## src/rtl/bpu_pkg.sv

```systemverilog
`default_nettype none

package bpu_pkg;

    // widths and table sizes
    localparam int xlen        = 32;
    localparam int bim_entries = 512;
    localparam int bim_idx_w   = 9;   // pc[9:1]
    localparam int btb_entries = 256;
    localparam int btb_idx_w   = 8;   // pc[9:2]
    localparam int btb_tag_w   = 22;  // pc[31:10]
    localparam int ras_depth   = 64;
    localparam int ras_ptr_w   = 7;   // counts 0..64

    // rv32 opcodes for control flow
    localparam logic [6:0] op_branch = 7'b1100011;
    localparam logic [6:0] op_jal    = 7'b1101111;
    localparam logic [6:0] op_jalr   = 7'b1100111;

    // link registers
    localparam logic [4:0] reg_ra = 5'd1;
    localparam logic [4:0] reg_t0 = 5'd5;

    // 2-bit counter start value
    localparam logic [1:0] ctr_weak_nt = 2'b01;

    // one fetched word, read as b-type or j-type
    typedef union packed {
        struct packed {
            logic       imm12;
            logic [5:0] imm10_5;
            logic [4:0] rs2;
            logic [4:0] rs1;
            logic [2:0] funct3;
            logic [3:0] imm4_1;   // rd field in i/j formats
            logic       imm11;
            logic [6:0] opcode;
        } b;
        struct packed {
            logic       imm20;
            logic [9:0] imm10_1;
            logic       imm11;
            logic [7:0] imm19_12;
            logic [4:0] rd;
            logic [6:0] opcode;
        } j;
    } inst_u;

endpackage

`default_nettype wire

```

## src/rtl/bimodal_table.sv

```systemverilog
`timescale 1ns/10ps
`default_nettype none

module bimodal_table import bpu_pkg::*; (
    input  logic              clk,
    input  logic              rst,
    input  logic [xlen-1:0]   rd_pc_i,
    input  logic              upd_valid_i,
    input  logic [xlen-1:0]   upd_pc_i,
    input  logic              upd_taken_i,
    output logic              taken_o
);

    logic [1:0]           ctr_q [bim_entries];
    logic [bim_idx_w-1:0] rd_idx;
    logic [bim_idx_w-1:0] upd_idx;
    logic [1:0]           upd_cur;
    logic [1:0]           upd_nxt;

    // halfword granule so compressed code would still index sensibly
    assign rd_idx  = rd_pc_i[bim_idx_w:1];
    assign upd_idx = upd_pc_i[bim_idx_w:1];

    assign taken_o = ctr_q[rd_idx][1];  // msb is the direction

    assign upd_cur = ctr_q[upd_idx];

    // saturating step
    always_comb begin
        upd_nxt = upd_cur;
        if (upd_taken_i) begin
            if (upd_cur != 2'b11) begin
                upd_nxt = upd_cur + 2'b01;
            end
        end else begin
            if (upd_cur != 2'b00) begin
                upd_nxt = upd_cur - 2'b01;
            end
        end
    end

    always_ff @(posedge clk or posedge rst) begin
        if (rst) begin
            for (int i = 0; i < bim_entries; i++) begin
                ctr_q[i] <= ctr_weak_nt;
            end
        end else if (upd_valid_i) begin
            ctr_q[upd_idx] <= upd_nxt;
        end
    end

endmodule

`default_nettype wire

```

## config.mk

```make
export PLATFORM = sky130hd
export DESIGN_NAME = bimodal_table
export DESIGN_NICKNAME = d
export VERILOG_FILES = /design/src/rtl/bpu_pkg.sv /design/src/rtl/bimodal_table.sv
export SDC_FILE = /design/constraint.sdc
export NUM_CORES = 2
export LEC_CHECK = 0
export BUFFER_PORTS_ARGS = -buffer_cell sky130_fd_sc_hd__clkbuf_2
export CAP_MARGIN = 20
export CORE_ASPECT_RATIO = 1.25
export CORE_MARGIN = 2
export CORE_UTILIZATION = 48
export DETAILED_ROUTE_END_ITERATION = 8
export HOLD_SLACK_MARGIN = 0.1
export PLACE_DENSITY = 0.73
export SYNTH_ARGS = -nofsm -noshare
export SYNTH_HDL_FRONTEND = slang
export SYNTH_SLANG_ARGS = --single-unit
```

## constraint.sdc

```tcl
create_clock -name clk -period 34.4 [get_ports clk]
set_input_delay 8.6 -clock clk [delete_from_list [all_inputs] [get_ports clk]]
set_output_delay 8.6 -clock clk [all_outputs]
set_load 0.03 [all_outputs]
```

* Word-level counts from Yosys, hierarchy flattened
Cells that the tools add are included.
** Cells by class
- Multiplexer cells :: 12
- Add/subtract/negate cells :: 2
- Eq/ne operators :: 1
- Bitwise gates (word level) :: 2
- Reduce and logical (&&, ||, !) cells :: 2
- $lt $le $gt $ge :: 3
** Operators by type and width (count)
- 1024-bit bitwise mux :: 1
- 2-bit binary-select mux with 9-bit select :: 2
- 10-bit greater-or-equal comparator (second input constant) :: 2
- 9-bit NOT with 10-bit output :: 2
- 2-bit demux with 9-bit select :: 1
- 2-bit 2-to-1 mux :: 8
- 10-bit by 1-bit < comparator with 1-bit output (second input constant) :: 1
- 2-bit by 1-bit adder with 2-bit output (second input constant) :: 1
- 2-bit != test (second input constant) :: 1
- 2-bit nonzero test :: 1
- 2-bit by 1-bit subtractor with 2-bit output (second input constant) :: 1
- 1-bit logical AND :: 1
** Word-level totals
- Output and inout bits :: 1
- Input port bits :: 68
- Word-level logic and storage cells :: 534
- Register bits after elaboration :: 1024

* Logic depth before layout (Yosys ltp)
- Depth in word-level cells :: 8
- Mapped depth :: 18
- Mapped depth without buffers :: 9

* Worst setup path after synthesis
OpenSTA, ideal clock, no wires.
- Path type :: input to output
- Start :: input rd_pc_i[1]
- End :: output taken_o
- Path buffers :: 2
- Stages :: 9
- Setup slack :: 14.277 ns
- Required time :: 25.800 ns
- Data arrival time :: 11.523 ns
- Cell sequence :: clkbuf_1 -> buf_1 -> mux4_2 -> mux4_2 -> mux4_2 -> nand3_1 -> nand2_1 -> nor3_1 -> a21oi_1
** On the way
- Cells in the longest elaborated chain, start to end :: 4
** Ends and longest elaborated chain
- from (decl) :: RTL line bimodal_table.sv:7 : input logic [xlen-1:0] rd_pc_i,
- 9-bit NOT with 10-bit output (not written as such) :: RTL line bimodal_table.sv:24 : assign taken_o = ctr_q[rd_idx][1];
- 2-bit binary-select mux with 9-bit select :: RTL line bimodal_table.sv:24
- 2-bit 2-to-1 mux (not written as such) (2 in a row) :: RTL line bimodal_table.sv:24
- to (decl) :: RTL line bimodal_table.sv:11 : output logic taken_o
Every way passes these cells. The select of a mux whose other input is x is not followed.

* Worst setup path in the final report
- Start :: input rd_pc_i[2]
- End :: output taken_o
Same word-level chain as after synthesis.

==> metrics.txt <==
Area after DPL 52300 sq um; DRC violations left 0; Post-Syn Area 51100 sq um; Final HPWL DP 96.8 mm; core box area 105000 sq um; Worst Path Arrival 13.40 ns; ys flop type dfstp_2; Longest Clk Path Bufs 3; boundary pin count 69; Mean Syn Cell Area 10.4 sq um; largest net degree at the start of global routing 266; CTS tree done; Max Clk Rate 45.5 MHz; number of max-cap violations 0; routability cong. 0.976; register area share after synthesis 51.4%; Yosys cell types 57; post-CTS resize count 0; commonest non-fill, non-tap cell in the layout nand2_1; number of enable flip-flop cells after synthesis 0; met2 routed WL 72.1 mm; Setup Buffers After CTS 0; clock skew 0.0214 ns; met3 wire length 15.4 mm; Slew headroom 12.9%; Synth Instances 4897; PnR worst setup slack 12.40 ns; die width 296 um; vias 39.1k; die area 109000 sq um; Static Leak 21.2 nW; max reg flops 1024; # H-tree levels 3; CTS Hold Bufs 0; VDD IR-drop max 0.0382 mV; row count 133; vias in the first global route 39.0k; Sink Count 1024; GRT Util Overall 29.6%; total gr overflow 0; setup_tns 0 ns; CP Class primary input to output pin; post-route cell area 55600 sq um; CP startpoint kind primary input; top flop regs ctr_q (1024); Layout area overhead 8.71%; DRT Pass-1 Iters 8; post-synth top area cell dfstp_2; initial antenna violation count 5; nets@finish 4843; Worst EP required 25.80 ns; Starting Density 48.5%; number of synthesized register bits 1024; Synth warnings 0; fin crit period 22.00 ns; root buf cell clkbuf_16; final worst-path cycle share 63.9%; Metal-1 WL 57.8 mm; CTS buffer count 96; max-slew violations 0; Area contributors post-synth dfstp_2 (26%), dfrtp_1 (25%), mux4_2 (15%); Die Y 369 um; commonest cells after routing, fill and taps aside nand2_1 (1594), o21ai_0 (919), dfstp_2 (512), dfrtp_1 (512), mux4_2 (350); Biggest register ctr_q; layout cells sized above 1 24.3%; final setup fails 0; Setup WS pre-CTS 12.54 ns; vias per cell 6.24; status finished clean; global-route wire length before repair 242 mm; share of the synthesized area in the top cell type 26.3%; Hold/Removal Path Class flip-flop to flip-flop; RSZ-0062 raised after global routing no; Clock transition at path regs 0.06 ns; IO Port Bufs 22; final hold violations 0; total chip power 2.66 mW; Post-DRT Antenna Nets 0; Worst Setup End Kind output pin; Max Used Layer met5; worst skew pair latency 0.71 ns; wire per inst 25.2 um; syn nets 4965; Total Wirelength 158 mm; Worst Max-Slew Pin Slew 1.27 ns; worst-path fanout max 75; DRT iter0 DRCs 4249; asr flop ratio synth 100%; P per Cell Area 47.8 nW/um^2
==> cell usage after synthesis (all sizes together), types with 2 or more instances <==
cell     number
o32ai         2
buf          91
mux2i       174
o21ai      1034
and2          3
dfstp       512
nor4          3
o21a          4
a41oi         4
mux4        350
nand2b        4
a2111o        2
nor2         57
nand3        58
a22o          6
and3         10
nor3          6
or2           2
nor2b        10
o22ai         7
nand2      1594
and3b         2
o211ai        3
a211oi        7
a21oi        32
nand4         5
o2111ai       3
mux2          6
clkbuf      256
nor3b         2
a31oi        10
a22oi        85
nand3b        8
a221oi        2
or3b          3
inv           5
a31o          5
dfrtp       512
a2111oi       8
==> cells by family (layout without fill, tap and decap cells) <==
kind of cell           count (synthesis)  after routing  synth area share, %
muxes                                530            530                 19.0
DFF                                 1024           1024                 51.4
other                                  0              3                    0
and+or+nand+nor                     1771           1771                 13.5
AOI/OAI and AO/OA                   1219           1219                 12.8
buffers and inverters                353            312                 3.36
==> metrics by stage <==
step                hold WS (ns)  util, %  cells
finish                     0.461     52.7   6276
global route               0.479     52.7   6273
CTS                        0.462     52.6   6266
detailed placement         0.453     49.6   6087
global placement           0.447     49.6   6086
floorplan                  0.442        -   4897
==> worst paths after layout <==
kind / start / endpoint / slack, ns / cells after the start
setup reg to reg: ctr_q[881] / ctr_q[353] / 28.78 / 11
setup / recovery: rd_pc_i[2] / taken_o / 12.40 / 9
max in group asynchronous: rst / ctr_q[415] / 22.75 / 6
min in group asynchronous: rst / ctr_q[161] / 7.92 / 2
hold / removal: ctr_q[1000] / ctr_q[1000] / 0.46 / 2
hold reg to reg: ctr_q[1000] / ctr_q[1000] / 0.46 / 2
==> cell type report <==
class                      instances  area, sq um
multi-input combinational       3520        23300
timing repair buffer             127         1030
antenna                            3         7.51
clock inverter                    26          251
tap                             1417         1770
inverter                           6         26.3
clock buffer                     153         2930
sequential                      1024        26300
fill                            8976        49800
==> layer usage <==
layer  up-vias  GRT usage [%]
met3       626           7.17
met5         -              0
met4         6           20.9
met1     19500           37.1
met2      1918           45.1
li1      17100              -
==> critical path: stages <==
cell and delay, ns:
buf_6 0.69, buf_4 0.91, mux4_2 0.47, mux4_2 0.53, mux4_2 0.51, mux2_2 0.27, o21ai_0 0.73, a21oi_1 0.29
clkbuf_2 0.25
==> where the power goes <==
part	total, mW	leakage [nW]	switching [mW]	internal [mW]
clock	1.09	1.58	0.477	0.613
combinational	0.274	7.22	0.192	0.0826
sequential	1.29	12.4	0.0292	1.26
No activity file was read; power rests on OpenSTA's default activity.
