<file path="src/rtl/bpu_pkg.sv">
`default_nettype none

package bpu_pkg;

    // widths and table sizes
    localparam int xlen        = 32;
    localparam int bim_entries = 512;
    localparam int bim_idx_w   = 9;   // pc[9:1]
    localparam int btb_entries = 256;
    localparam int btb_idx_w   = 8;   // pc[9:2]
    localparam int btb_tag_w   = 22;  // pc[31:10]
    localparam int ras_depth   = 64;
    localparam int ras_ptr_w   = 7;   // counts 0..64

    // rv32 opcodes for control flow
    localparam logic [6:0] op_branch = 7'b1100011;
    localparam logic [6:0] op_jal    = 7'b1101111;
    localparam logic [6:0] op_jalr   = 7'b1100111;

    // link registers
    localparam logic [4:0] reg_ra = 5'd1;
    localparam logic [4:0] reg_t0 = 5'd5;

    // 2-bit counter start value
    localparam logic [1:0] ctr_weak_nt = 2'b01;

    // one fetched word, read as b-type or j-type
    typedef union packed {
        struct packed {
            logic       imm12;
            logic [5:0] imm10_5;
            logic [4:0] rs2;
            logic [4:0] rs1;
            logic [2:0] funct3;
            logic [3:0] imm4_1;   // rd field in i/j formats
            logic       imm11;
            logic [6:0] opcode;
        } b;
        struct packed {
            logic       imm20;
            logic [9:0] imm10_1;
            logic       imm11;
            logic [7:0] imm19_12;
            logic [4:0] rd;
            logic [6:0] opcode;
        } j;
    } inst_u;

endpackage

`default_nettype wire

</file>
<file path="src/rtl/return_addr_stack.sv">
`timescale 1ns/10ps
`default_nettype none

module return_addr_stack import bpu_pkg::*; (
    input  logic              clk,
    input  logic              rst,
    input  logic              push_i,
    input  logic [xlen-1:0]   push_addr_i,
    input  logic              pop_i,
    output logic              nonempty_o,
    output logic [xlen-1:0]   top_o
);

    logic [xlen-1:0]      stack_q [ras_depth];
    logic [ras_ptr_w-1:0] ptr_q;      // next free slot, 0 = empty
    logic [ras_ptr_w-1:0] ptr_pop;
    logic [ras_ptr_w-1:0] ptr_nxt;
    logic [ras_ptr_w-2:0] top_idx;
    logic                 pop_ok;
    logic                 push_ok;

    assign nonempty_o = (ptr_q != '0);

    // wraps to 63 when full, which is the right slot
    assign top_idx = ptr_q[ras_ptr_w-2:0] - 1'b1;
    assign top_o   = stack_q[top_idx];

    // pop first, then push lands on the post-pop pointer
    assign pop_ok  = pop_i && nonempty_o;
    assign ptr_pop = pop_ok ? ptr_q - 1'b1 : ptr_q;
    assign push_ok = push_i && (ptr_pop != ras_ptr_w'(ras_depth));  // full drops push
    assign ptr_nxt = push_ok ? ptr_pop + 1'b1 : ptr_pop;

    always_ff @(posedge clk or posedge rst) begin
        if (rst) begin
            ptr_q <= '0;
        end else begin
            ptr_q <= ptr_nxt;
        end
    end

    // entries above the pointer are don't care
    always_ff @(posedge clk) begin
        if (push_ok) begin
            stack_q[ptr_pop[ras_ptr_w-2:0]] <= push_addr_i;
        end
    end

endmodule

`default_nettype wire

</file>
<file path="config.mk">
export PLATFORM = sky130hd
export DESIGN_NAME = return_addr_stack
export DESIGN_NICKNAME = d
export VERILOG_FILES = /design/src/rtl/bpu_pkg.sv /design/src/rtl/return_addr_stack.sv
export SDC_FILE = /design/constraint.sdc
export NUM_CORES = 2
export LEC_CHECK = 0
export ABC_AREA = 1
export BUFFER_PORTS_ARGS = -buffer_cell sky130_fd_sc_hd__clkbuf_2
export CORE_ASPECT_RATIO = 0.75
export CORE_MARGIN = 4
export CORE_UTILIZATION = 35
export CTS_CLUSTER_SIZE = 28
export DETAILED_ROUTE_END_ITERATION = 8
export PLACE_DENSITY = 0.56
export SETUP_SLACK_MARGIN = 0.2
export SLEW_MARGIN = 15
export SYNTH_ARGS = -nofsm -noshare
export SYNTH_HDL_FRONTEND = slang
export SYNTH_SLANG_ARGS = --single-unit
</file>
<file path="constraint.sdc">
create_clock -name clk -period 8.67 [get_ports clk]
set_input_delay 0.4335 -clock clk [delete_from_list [all_inputs] [get_ports clk]]
set_output_delay 0.4335 -clock clk [all_outputs]
set_load 0.02 [all_outputs]
</file>
Word-level counts from Yosys, hierarchy flattened

Memory sizes are Yosys's and may differ from the RTL's.
Cells that the tools add are included.

Register bits after elaboration: 7
Bits in latches: 0
RAM bits: 2,048
ROM bits: 0
Input port bits: 36
Output and inout bits: 33
Word-level logic and storage cells: 13
Memories: 1

Add/sub/neg operators: 3
Multiply operators: 0
Div/mod/pow operators: 0
Magnitude comparators: 0
Equal/unequal tests: 1
Shifts and indexed selects: 0
Mux-type cells: 4
Bitwise operators: 0
Reductions and logical operators: 3

Memories:

| name    | depth | width | read ports | clocked after memory_dff | wr ports | line                    | text |
|---|---|---|---|---|---|---|---|
| stack_q | 64    | 32    | 1          | 0                        | 1        | return_addr_stack.sv:14 | `logic [xlen-1:0] stack_q [ras_depth];` |

Operators with widths:

| cell                | number |
|---|---|
| $mux 7              | 2 |
| $add 7x1->7 const B | 1 |
| $ne 7x7->1 const B  | 1 |
| $reduce_bool 7->1   | 1 |
| $sub 7x1->7 const B | 1 |
| $sub 6x1->6 const B | 1 |
| $logic_and 1x1->1   | 2 |
| $mux 1              | 2 |

Depth between registers and ports, before layout

Depth after elaboration: 7
Gate-level depth with buffers: 22
Gate-level depth less buffers: 18

Worst setup path before layout

No wires, ideal clock.

Path type: flip-flop to flip-flop
From: reg ptr_q[0]
To: mem stack_q[11][0] (enable)
Library setup time: 0.421 ns
Arrival time: 4.316 ns
Setup slack: 3.933 ns
Cell stages (with the launch flop): 21
Cells stage by stage: dfrtp_1 inv_1 buf_2 buf_2 buf_2 buf_2 ha_1 inv_2 nor2_1 nand3_2 nand2_2 buf_6 nand2_1 nand2_1 inv_1 ha_1 nand2_1 nor2_1 nand2_4 nand3_1 nor2_1

Word-level cells in the longest chain between the ends: 7
Elaborated cells on any way between the ends: 8

RTL lines:

| item                         | line                    | text |
|---|---|---|
| from (decl)                  | return_addr_stack.sv:15 | `logic [ras_ptr_w-1:0] ptr_q;` |
| from (signal assigned)       | return_addr_stack.sv:38 | `ptr_q <= ptr_nxt;` |
| $reduce_bool 7->1 *          | return_addr_stack.sv:22 | `assign nonempty_o = (ptr_q != '0);` |
| via nonempty_o               | return_addr_stack.sv:10 | `output logic nonempty_o,` |
| $logic_and 1x1->1 *          | return_addr_stack.sv:29 | `assign pop_ok = pop_i && nonempty_o;` |
| $mux 7 *                     | return_addr_stack.sv:30 | `assign ptr_pop = pop_ok ? ptr_q - 1'b1 : ptr_q;` |
| $ne 7x7->1                   | return_addr_stack.sv:31 | `assign push_ok = push_i && (ptr_pop != ras_ptr_w'(ras_depth));` |
| $logic_and 1x1->1            | return_addr_stack.sv:31 |  |
| $mux 1                       | return_addr_stack.sv:44 | `if (push_ok) begin` |
| $mux 1 (implied by the code) | return_addr_stack.sv:45 | `stack_q[ptr_pop[ras_ptr_w-2:0]] <= push_addr_i;` |
| to (decl)                    | return_addr_stack.sv:14 |  |

The timed path passes the listed nets; every way through them passes the cells marked *.

Worst setup path after layout

From: reg ptr_q[0]
To: out top_o[17]

Word-level cells in the longest chain between the ends: 2

RTL lines:

| item          | line                    | text |
|---|---|---|
| $sub 6x1->6   | return_addr_stack.sv:25 | `assign top_idx = ptr_q[ras_ptr_w-2:0] - 1'b1;` |
| $mem_v2 64x32 | n/a                     |  |
| to (decl)     | return_addr_stack.sv:11 | `output logic [xlen-1:0] top_o` |

No other way between the ends.

==> reports/qor.csv <==
stage,metric,value,unit
finish,layout-drive-gt1-share,7.991,%
sta,clock_skew,32.28,ps
logic_synthesis,ys_seq_elements,2055,
power_and_ir_drop,power_leakage,31.12,nW
setup_path,crit_path_max_fanout,160,
flow_run,maxCapViolations,0,
sta,setup_tns,0,ps
place,dp_hpwl,123300,um
floorplanning,rows,153,
grt,track_usage,19.30,%
route,first_pass_iters,7,
sta,fmax,146.2,MHz
logic_synthesis,synth_cell_types,26,
floorplanning,die_w,567.5,um
route,wl_per_cell,24.38,um
finish,layout.cells.non_filler,9899,
floorplanning,core-area,0.2328,mm^2
sta,fin_crit_sh,78.89,%
logic_synthesis,synthCells,6704,
route,viasPerCell,5.385,
grt,antenna_found_initial,8,
floorplanning,start_util,35.30,%
grt,grt_start_max_net_pins,225,
sta,rsz0062_at_grt,false,
logic_synthesis,yosysTopAreaCellShare,74.84,%
power_and_ir_drop,pwr-share-comb,39.9,%
status,status,"complete, no violations",
finish,nets,6696,
place,io_buffers,68,
route,drt_wl_total,241400,um
sta,slew_headroom,21.03,%
setup_path,arrival,6410,ps
clock_network,cts_buffers,192,
logic_synthesis,synth.avg_cell_area,12.26,um^2
clock_network,worst_skew_pair.late_latency,850,ps
sta,tightest_slew,1185,ps
clock_network,cts_tree,built,
clock_network,cts_setup_buffers,0,
setup_path,critical_path_class,flop to output pin,
floorplanning,dieArea,0.2427,mm^2
finish,n_fill_cell,21936,
clock_network,ctsHtreeMaxLevel,4,
floorplanning,ios,69,
route,drt_iter0_markers,7113,
setup_path,end_kind,output pin,
sta,finalHoldViolations,0,
power_and_ir_drop,ir_worst_vdd,384.9,uV
place,place_ws,2573,ps
sta,slew_violations,0,
finish,post-route-cell-area,0.09214,mm^2
grt,grt_overflow,0,
power_and_ir_drop,p_seq_share,35.1,%
sta,setup_viol,0,
power_and_ir_drop,p_sw,13.52,mW
clock_network,holdBufCountCts,1,
place,dpl.cell_count,9562,
power_and_ir_drop,swShare,41.65,%
power_and_ir_drop,p_int,18.94,mW
sta,setup_ws,1830,ps
logic_synthesis,ys_warn_count,0,
power_and_ir_drop,p_clk_share,25.0,%
grt,grt_first_pass_wirelength,350600,um
sta,period_minus_slack,6840,ps
clock_network,post_cts_resized,0,
logic_synthesis,synth_seq_area_share,75.05,%
clock_network,clockRootBuffer,clkbuf_16,
route,ant_nets,0,
logic_synthesis,syn_area,0.08217,mm^2
finish,syn_to_final_growth,12.13,%
clock_network,clkSinkCount,2055,
logic_synthesis,syn-num-nets,6743,
setup_path,crit_required,8240,ps
grt,grt_pass1_vias,49974,
setup_path,worstSetupStartpointType,flop,
clock_network,clk_pin_slew,70,ps
min_path,hp-class,input pin to flop,
logic_synthesis,yosys.area.top_type,edfxtp_1,
logic_synthesis,synth.area.top_cells,"edfxtp_1 (75%), nand3_1 (7.2%), nand2_1 (6.9%), o21ai_0 (3.2%), nor2_1 (2.1%)",
place,gp_routability_congestion,0.8039,
route,drcViolationCount,0,
floorplanning,die_h,427.6,um
place,dpl-instance-area,0.08631,mm^2
clock_network,ctsLongestPathBuffers,4,
power_and_ir_drop,powerDensity,352.2,mW/mm^2
route,vias,53305,
-- flip-flops by register name (all words and copies together) (netlist names) --
signal and flops:
stack_q 2048, ptr_q 7
-- power groups by stage --
stage,logic (mW),clock network (mW),registers (mW)
floorplan,7.71,0,11.6
global placement,12.8,0,11.6
detailed placement,12.9,0,11.6
CTS,12.9,8.24,11.4
global route,14.1,8.65,11.4
finish,12.9,8.11,11.4
-- Yosys cell counts (all sizes together) --
master / n
o21ai: 522
nand3: 1194
buf: 141
edfxtp: 2048
clkinv: 1
o22ai: 192
nor3: 1
a21oi: 136
dfrtp: 7
inv: 155
nor2: 474
clkbuf: 307
xor2: 2
nand4: 4
ha: 3
nand2: 1517
-- per-layer routing --
metal / global-route usage [%] / part of all wire (%) / wire [um] / vias to the layer above
met5: 0 / 0.0033 / 8 / -
met4: 4.422 / 2.1 / 5129 / 2
met3: 3.311 / 8.8 / 21160 / 309
met2: 28.51 / 43 / 104100 / 2242
met1: 29.60 / 46 / 111000 / 26759
li1: - / - / - / 23993
-- cells by family after synthesis --
logic type | Yosys count | synth area share, %
fa+ha+maj | 3 | 0.04568
flops | 2055 | 75.05
simple gates | 3190 | 16.49
buf+inv | 604 | 2.905
compound gates | 850 | 5.478
xor+xnor | 2 | 0.02132
-- cell usage in the layout, fill, tap and decap left out, drive strengths merged --
master       Yosys  final
nand3         1194   1194
dfrtp            7      7
nor2           474    474
a21oi          136    136
nor3             1      1
inv            155    158
ha               3      3
dlygate4sd3      0      1
o22ai          192    192
diode            0      4
nand2         1517   1517
xor2             2      2
nand4            4      4
clkinvlp         0      2
buf            141    138
edfxtp        2048   2048
clkbuf         307    306
clkinv           1     78
o21ai          522    522
bufinv           0     12
-- per-stage QoR --
step	util, %	power, mW	hold WS (ps)
after floorplan	-	19.27	236.9
after global placement	37.08	24.44	393.7
after detailed placement	37.08	24.51	398.1
after CTS	39.58	32.58	90.25
after global routing	39.58	34.13	162.3
final	39.58	32.45	149.2
-- worst max-delay path: stages, from the launching register on --
cell      delay, ps
dfrtp_4         990
inv_8           460
ha_4            640
buf_4           690
buf_4           820
o21ai_0         200
o22ai_1         210
nand2_1          80
nand3_1         110
nand3_1         130
nand2_1         210
nand2_1         220
nand2_1         310
clkbuf_2        220
-- layout make-up --
type | count | area (um^2) | area share [%]
clock buffers | 238 | 5062 | 5.494
well taps | 3100 | 3879 | 4.210
clock inverters | 94 | 750.7 | 0.8148
inverters | 156 | 608.1 | 0.6600
diodes | 4 | 10.01 | 0.01086
flip-flops and latches | 2055 | 61680 | 66.94
repair buffers | 207 | 1511 | 1.640
multi-input cells | 4045 | 18640 | 20.23
-- worst paths after layout --
check | from | end | slack (ps) | cells after the start
worst max-delay path | ptr_q[0] | top_o[17] | 1830 | 13
worst min-delay path | pop_i | ptr_q[1] | 150 | 5
worst max register to register | ptr_q[0] | stack_q[44][23] | 2640 | 11
worst min register to register | ptr_q[1] | ptr_q[1] | 750 | 4
max in group asynchronous | rst | ptr_q[0] | 8190 | 3
min in group asynchronous | rst | ptr_q[6] | 200 | 3
Power figures use the tool's default switching activity.
