--- src/rtl/bpu_pkg.sv ---
`default_nettype none

package bpu_pkg;

    // widths and table sizes
    localparam int xlen        = 32;
    localparam int bim_entries = 512;
    localparam int bim_idx_w   = 9;   // pc[9:1]
    localparam int btb_entries = 256;
    localparam int btb_idx_w   = 8;   // pc[9:2]
    localparam int btb_tag_w   = 22;  // pc[31:10]
    localparam int ras_depth   = 64;
    localparam int ras_ptr_w   = 7;   // counts 0..64

    // rv32 opcodes for control flow
    localparam logic [6:0] op_branch = 7'b1100011;
    localparam logic [6:0] op_jal    = 7'b1101111;
    localparam logic [6:0] op_jalr   = 7'b1100111;

    // link registers
    localparam logic [4:0] reg_ra = 5'd1;
    localparam logic [4:0] reg_t0 = 5'd5;

    // 2-bit counter start value
    localparam logic [1:0] ctr_weak_nt = 2'b01;

    // one fetched word, read as b-type or j-type
    typedef union packed {
        struct packed {
            logic       imm12;
            logic [5:0] imm10_5;
            logic [4:0] rs2;
            logic [4:0] rs1;
            logic [2:0] funct3;
            logic [3:0] imm4_1;   // rd field in i/j formats
            logic       imm11;
            logic [6:0] opcode;
        } b;
        struct packed {
            logic       imm20;
            logic [9:0] imm10_1;
            logic       imm11;
            logic [7:0] imm19_12;
            logic [4:0] rd;
            logic [6:0] opcode;
        } j;
    } inst_u;

endpackage

`default_nettype wire

--- src/rtl/inst_predecode.sv ---
`timescale 1ns/10ps
`default_nettype none

module inst_predecode import bpu_pkg::*; (
    input  inst_u             inst_i,
    output logic              is_branch_o,
    output logic              is_jal_o,
    output logic              is_jalr_o,
    output logic              is_ret_o,
    output logic [xlen-1:0]   b_off_o,
    output logic [xlen-1:0]   j_off_o
);

    logic       link_rs1;   // rs1 is ra or t0
    logic       imm_zero;
    logic [4:0] rd;

    assign is_branch_o = (inst_i.b.opcode == op_branch);
    assign is_jal_o    = (inst_i.j.opcode == op_jal);
    assign is_jalr_o   = (inst_i.j.opcode == op_jalr);

    // i-type imm sits over imm12, imm10_5 and rs2 of the b view
    assign imm_zero = ({inst_i.b.imm12, inst_i.b.imm10_5, inst_i.b.rs2} == 12'd0);
    assign link_rs1 = (inst_i.b.rs1 == reg_ra) || (inst_i.b.rs1 == reg_t0);
    assign rd       = inst_i.j.rd;

    // jalr x0, 0(ra|t0)
    assign is_ret_o = is_jalr_o && (rd == 5'd0) && link_rs1 && imm_zero;

    // b-type offset, +-4 KiB
    assign b_off_o = {{19{inst_i.b.imm12}},
                      inst_i.b.imm12,
                      inst_i.b.imm11,
                      inst_i.b.imm10_5,
                      inst_i.b.imm4_1,
                      1'b0};

    // j-type offset, +-1 MiB
    assign j_off_o = {{11{inst_i.j.imm20}},
                      inst_i.j.imm20,
                      inst_i.j.imm19_12,
                      inst_i.j.imm11,
                      inst_i.j.imm10_1,
                      1'b0};

endmodule

`default_nettype wire

--- config.mk ---
export PLATFORM = sky130hd
export DESIGN_NAME = inst_predecode
export DESIGN_NICKNAME = d
export VERILOG_FILES = /design/src/rtl/bpu_pkg.sv /design/src/rtl/inst_predecode.sv
export SDC_FILE = /design/constraint.sdc
export NUM_CORES = 1
export LEC_CHECK = 0
export ABC_AREA = 1
export ABC_CLOCK_PERIOD_IN_PS = 800
export BUFFER_PORTS_ARGS = -buffer_cell sky130_fd_sc_hd__buf_2
export CORE_MARGIN = 2
export CORE_UTILIZATION = 31
export DETAILED_ROUTE_END_ITERATION = 8
export PLACE_DENSITY = 0.86
export SLEW_MARGIN = 5
export SYNTH_ARGS = -nofsm -noshare
export SYNTH_HDL_FRONTEND = slang
export SYNTH_SLANG_ARGS = --single-unit
--- constraint.sdc ---
create_clock -name vclk -period 0.8
set_input_delay 0.04 -clock vclk [all_inputs]
set_output_delay 0.04 -clock vclk [all_outputs]
set_load 0.01 [all_outputs]
# Word level (Yosys, flattened, before mapping)
# Cells that the tools add are included.
[op_classes]
n_reduce_logical = 6
eq_ne = 5
[ops]
columns = ["operator", "count"]
rows = [
  ["$eq 7x7->1 const B", 3],
  ["$logic_not 12->1", 1],
  ["$eq 5x1->1 const B", 1],
  ["$eq 5x3->1 const B", 1],
  ["$logic_not 5->1", 1],
  ["$logic_and 1x1->1", 3],
  ["$logic_or 1x1->1", 1],
]
[word_totals]
elab_cells = 11
regBits = 0
in_bits = 32
out_inout_bits = 68

# Depth between registers and ports, before layout
# Gate-level depths: netlist of run 1.
[logic_depth]
ltp_word = 4
mapped_depth = 6
ltp_nobuf = 6

# Worst setup path after synthesis of run 1
# No wires, ideal clock.
[synth_timing]
kind = "input port to output port"
startpoint = "input inst_i[4] (netlist bit)"
endpoint = "output is_branch_o"
arrival_time_ps = 553
slack_ps = 207
path_stages = 3
required_time_ps = 760
path_cell_list = "inv_1 nand3_4 nor4_1"
[synth_via]
elab_chain_len = 1
[synth_lines]
columns = ["item", "line_no", "source"]
rows = [
  ["start, declared", "inst_predecode.sv:5", "input inst_u inst_i,"],
  ["$eq 7x7->1", "inst_predecode.sv:18", "assign is_branch_o = (inst_i.b.opcode == op_branch);"],
  ["end, declared", "inst_predecode.sv:6", "output logic is_branch_o,"],
]
# No other way between the ends.

# Worst setup path in the final report of run 1
[layout_timing]
startpoint = "input inst_i[7] (netlist bit)"
endpoint = "output is_ret_o"
[layout_via]
elab_chain_len = 4
[layout_lines]
columns = ["item", "line_no", "source"]
rows = [
  ["$logic_not 5->1", "inst_predecode.sv:28", "assign is_ret_o = is_jalr_o && (rd == 5'd0) && link_rs1 && imm_zero;"],
  ["$logic_and 1x1->1 (3 in series)", "inst_predecode.sv:28", ""],
  ["end, declared", "inst_predecode.sv:9", "output logic is_ret_o,"],
]
# No other way between the ends.

==> results of run 1 <==
power breakdown:
part | switching [uW] | internal (uW) | total (uW) | leakage (uW)
clock | 0 | 0 | 0 | 0
sequential | 0 | 0 | 0 | 0
combinational | 209 | 175 | 384 | 0.000440
cell type report:
| cell class | instances | share of cell area |
|---|---|---|
| Timing Repair Buffer | 91 | 0.6824 |
| Multi-Input combinational cell | 31 | 0.2414 |
| Tap cell | 27 | 0.04900 |
| Inverter | 5 | 0.02722 |
worst min path at each step:
stage                           from          end  cells past startpoint
final                     inst_i[13]  j_off_o[13]                      0
after CTS                 inst_i[13]  j_off_o[13]                      0
after detailed placement  inst_i[13]  j_off_o[13]                      0
after floorplan            inst_i[3]  is_branch_o                      1
after global routing      inst_i[12]  j_off_o[12]                      0
after global placement    inst_i[13]  j_off_o[13]                      0
worst max-delay path: stages:
cell,delay [ns]
buf_6,0.09
or2_1,0.22
nor2_2,0.09
nand2_2,0.05
nor2_2,0.08
buf_2,0.12
per-layer routing:
metal  track usage  vias to the layer above
met2        0.1822                       61
met3       0.02121                        0
met1       0.07326                      234
met4             0                        0
li1              -                      285
met5             0                        -
logic make-up (layout without fill, tap and decap cells):
kind of cell / after synthesis / after routing
buffers and inverters: 69 / 96
and+or+nand+nor: 29 / 29
other: 1 / 2
cells in the final DEF (no fill, tap or decap):
cell	n
buf_2	88
nor2_1	8
nand2_1	7
nor2_2	7
inv_1	3
inv_2	2
nand2_2	2
conb_1	2
buf_6	2
nand3_4	1
nor4_1	1
nand3_1	1
nor2_4	1
or2_1	1
buf_4	1
metrics by stage:
step / utilization / hold slack, ns / area [sq um] / power (uW) / setup TNS (ns)
after detailed placement: 0.3386 / 0.08007 / 664.4 / 375.3 / 0
after global placement: 0.3386 / 0.08007 / 664.4 / 368.2 / 0
after floorplan: - / 0.1329 / 653.1 / 365.6 / 0
final: 0.3514 / 0.08002 / 689.4 / 383.7 / 0
after global routing: 0.3514 / 0.08005 / 689.4 / 418.7 / -0.005168
after CTS: 0.3386 / 0.08007 / 664.4 / 375.7 / 0
==> run_results.csv, run 1 <==
group,metric,value,unit
run,drv_cap,0,
cells_and_area,fillers,220,
cells_and_area,layout.nets,161,
grt,grt_start_max_net_pins,33,
grt,track_usage,0.08144,
timing,period_share,0.9338,
drt,drt-initial-drc-count,2,
synthesis,synth.area.mux_share,0,
synthesis,synth_top_family_by_area,"buffers and inverters",
cells_and_area,multiInputGateArea,166.4,sq um
cells_and_area,seq_cell_count,0,
power,ir_drop,0.2565,mV
grt,gr-total-overflow,0,
floorplan,die_area,0.002477,sq mm
drt,ant_nets,0,
synthesis,seq_area_frac_synth,0,
synthesis,synth_top_area_cell,"buf_4",
power,powerDensity,556.6,mW/mm^2
drt,routed.top_layer,"met3",
placed_design,place_worst_setup_slack,0.01019,ns
drt,wl_met3,248,microns
synthesis,synth_area_per_cell,6.559,sq um
floorplan,fp.dieW,49.77,microns
setup_path,endpoint,"is_ret_o",
power,p_leak,0.0004398,uW
synthesis,yosys_warnings,0,
clock_tree,cts_setup_buffers,0,
setup_path,arrival,0.71,ns
synthesis,synth_compound_area_frac,0,
placed_design,hpwlAfterDp,1113,microns
synthesis,synthTopCellsByArea,"buf_4 74%, nor2_1 7.5%, nand2_1 4.0%",
clock_tree,ctsResizeCount,0,
timing,setup_viol,0,
timing,setup_ws,0.05295,ns
floorplan,die_h,49.77,microns
grt,grt_pass1_wl,1731,microns
drt,wl_met2,559,microns
synthesis,ys_types,13,
drt,via_per_inst,3.766,
synthesis,synthSimpleGateAreaFrac,0.2254,
min_path,hp-class,"in -> out",
setup_path,crit_fanout,2,
synthesis,synth_xor_xnor_area_share,0,
cells_and_area,ff_latch_area,0,sq um
cells_and_area,drive_gt1_frac,0.8189,
drt,first_pass_iters,4,
synthesis,ys_top_cells_by_count,"64 x buf_4, 13 x nor2_1, 7 x nand2_1, 4 x inv_1",
synthesis,synthCells,99,
synthesis,synth_area,649.4,sq um
floorplan,core.rowCount,16,
setup_path,worstPathRequired,0.76,ns
timing,hold_viol,0,
cells_and_area,area_growth,6.166,%
placed_design,place_congestion,0.6773,
synthesis,synth_top_area_frac,0.7399,
drt,vias,580,
floorplan,coreArea,0.001962,sq mm
grt,first_global_vias,431,
drt,wl_met1,375,microns
drt,routedWlPerCell,7.682,microns
drt,drc_errors,0,
clock_tree,holdBufCountCts,0,
placed_design,io_buffers,90,
setup_path,cp-end-kind,"output pin",
timing,period_needed,0.7471,ns
grt,antenna_found_initial,0,
cells_and_area,n_antenna_cell,0,
synthesis,synth_fa_ha_area_frac,0,
floorplan,start_util,0.3310,
setup_path,start_kind,"primary input",
setup_path,worstSetupPathType,"in -> out",
timing,max_freq,1339,MHz
cells_and_area,finalNonFillerCells,154,
drt,drt_wl_total,1183,microns
floorplan,io_pins,100,
timing,slew_violations,0,
outcome,status,"complete, no violations",
timing,rsz0062_at_grt,"true",
placed_design,dp_cells,154,
cells_and_area,n_clock_buffer,0,
synthesis,yosysMostFrequentCell,"buf_4",
setup_path,crit_start,"inst_i[7]",
No activity file was read; power rests on OpenSTA's default activity.
==> run 2, diff against run 1 <==
Settings changed: ABC_CLOCK_PERIOD_IN_PS 800 to 900, CORE_UTILIZATION 31 to 33, GPL_TIMING_DRIVEN from default to 1, PLACE_DENSITY 0.86 to 0.9.
Clock period 0.8 ns to 0.9 ns, I/O delays scaled along.
==> run_results.csv, run 2 (synthesis results as in run 1) <==
group,metric,value,unit
setup_path,worstSetupPathType,"in -> out",
timing,hold_viol,0,
cells_and_area,ff_latch_area,0,sq um
cells_and_area,seq_cell_count,0,
timing,slew_violations,0,
power,finalPower,328.1,uW
grt,antenna_found_initial,0,
setup_path,cp-end-kind,"output pin",
timing,period_needed,0.7777,ns
cells_and_area,n_clock_buffer,0,
timing,tns,0,ns
floorplan,core.rowCount,16,
setup_path,crit_path_frequent_cell,"buf_2",
cells_and_area,layout.nets,161,
cells_and_area,mostFrequentLayoutCells,"90 x buf_2, 13 x nor2_1, 7 x nand2_1, 4 x inv_1",
drt,first_pass_iters,2,
grt,grt_start_max_net_pins,26,
grt,track_usage,0.07357,
placed_design,place_congestion,0.7368,
clock_tree,ctsResizeCount,0,
timing,setup_viol,0,
run,drv_cap,0,
timing,rsz0062_at_grt,"false",
floorplan,start_util,0.3414,
clock_tree,holdBufCountCts,0,
placed_design,io_buffers,90,
floorplan,coreArea,0.001902,sq mm
clock_tree,cts_setup_buffers,0,
setup_path,worstPathRequired,0.85,ns
drt,drt-initial-drc-count,1,
setup_path,crit_slowest_cell,"or2_1",
floorplan,die_h,48.36,microns
cells_and_area,area_growth,2.312,%
power,p_leak,0.0004374,uW
setup_path,crit_path_cell_trace,"buf_2, or2_1, nor2_1, nand2_2, nor2_2, buf_2",
min_path,hp-class,"in -> out",
setup_path,slowest_delay,0.21,ns
timing,max_freq,1286,MHz
grt,gr-total-overflow,0,
cells_and_area,n_antenna_cell,0,
timing,setup_ws,0.1223,ns
drt,ant_nets,0,
floorplan,fp.dieW,48.36,microns
placed_design,place_worst_setup_slack,0.1098,ns
power,ir_drop,0.2292,mV
setup_path,arrival,0.73,ns
outcome,status,"complete, no violations",
floorplan,io_pins,100,
drt,drc_errors,0,
drt,routedWlPerCell,7.013,microns
drt,drt_wl_total,1080,microns
drt,vias,576,
floorplan,die_area,0.002339,sq mm
power,powerDensity,493.9,mW/mm^2
drt,via_per_inst,3.740,
setup_path,crit_fanout,2,
cells_and_area,drive_gt1_frac,0.7717,
timing,period_share,0.8641,
grt,grt_pass1_wl,1511,microns
placed_design,hpwlAfterDp,1037,microns
grt,first_global_vias,397,
setup_path,start_kind,"primary input",
cells_and_area,final_common_cell,"buf_2",
## run 2: cell counts in the layout (fill, tap and decap cells not counted)
No cell type changed its count.
## run 2: worst paths after layout
kind | from | endpoint | slack, ns | depth (start not counted)
max | inst_i[8] | is_ret_o | 0.12 | 6
min | inst_i[13] | j_off_o[13] | 0.09 | 0
## run 2: per-layer routing
metal	GRT usage	part of all wire
met3	0.009259	0.23
met4	0	0
met1	0.07197	0.30
met5	0	0
met2	0.1667	0.48
## run 2: metrics by stage
| stage | hold slack [ns] | instances | instance area (sq um) | util |
|---|---|---|---|---|
| floorplan | 0.1429 | 100 | 653.1 | - |
| global placement | 0.09007 | 154 | 664.4 | 0.3493 |
| detailed placement | 0.09007 | 154 | 664.4 | 0.3493 |
| CTS | 0.09007 | 154 | 664.4 | 0.3493 |
| global route | 0.09005 | 154 | 664.4 | 0.3493 |
| finish | 0.09002 | 154 | 664.4 | 0.3493 |
## run 2: worst max-delay path: cells and delay by family
| family | cells | cell delay (ns) |
|---|---|---|
| and+or+nand+nor | 4 | 0.45 |
| buffers and inverters | 2 | 0.23 |
## run 2: final cells by class
type,instances,area [sq um]
fill,220,1237
inverter,5,18.77
timing repair buffer,91,457.9
tap,27,33.78
multi-input combinational,31,153.9
## run 2: report_power, final
part | internal [uW] | switching (uW) | total [uW] | leakage [uW]
Clock | 0 | 0 | 0 | 0
Combinational | 148 | 180 | 328 | 0.000437
Sequential | 0 | 0 | 0 | 0
Total | 148 | 180 | 328 | 0.000437
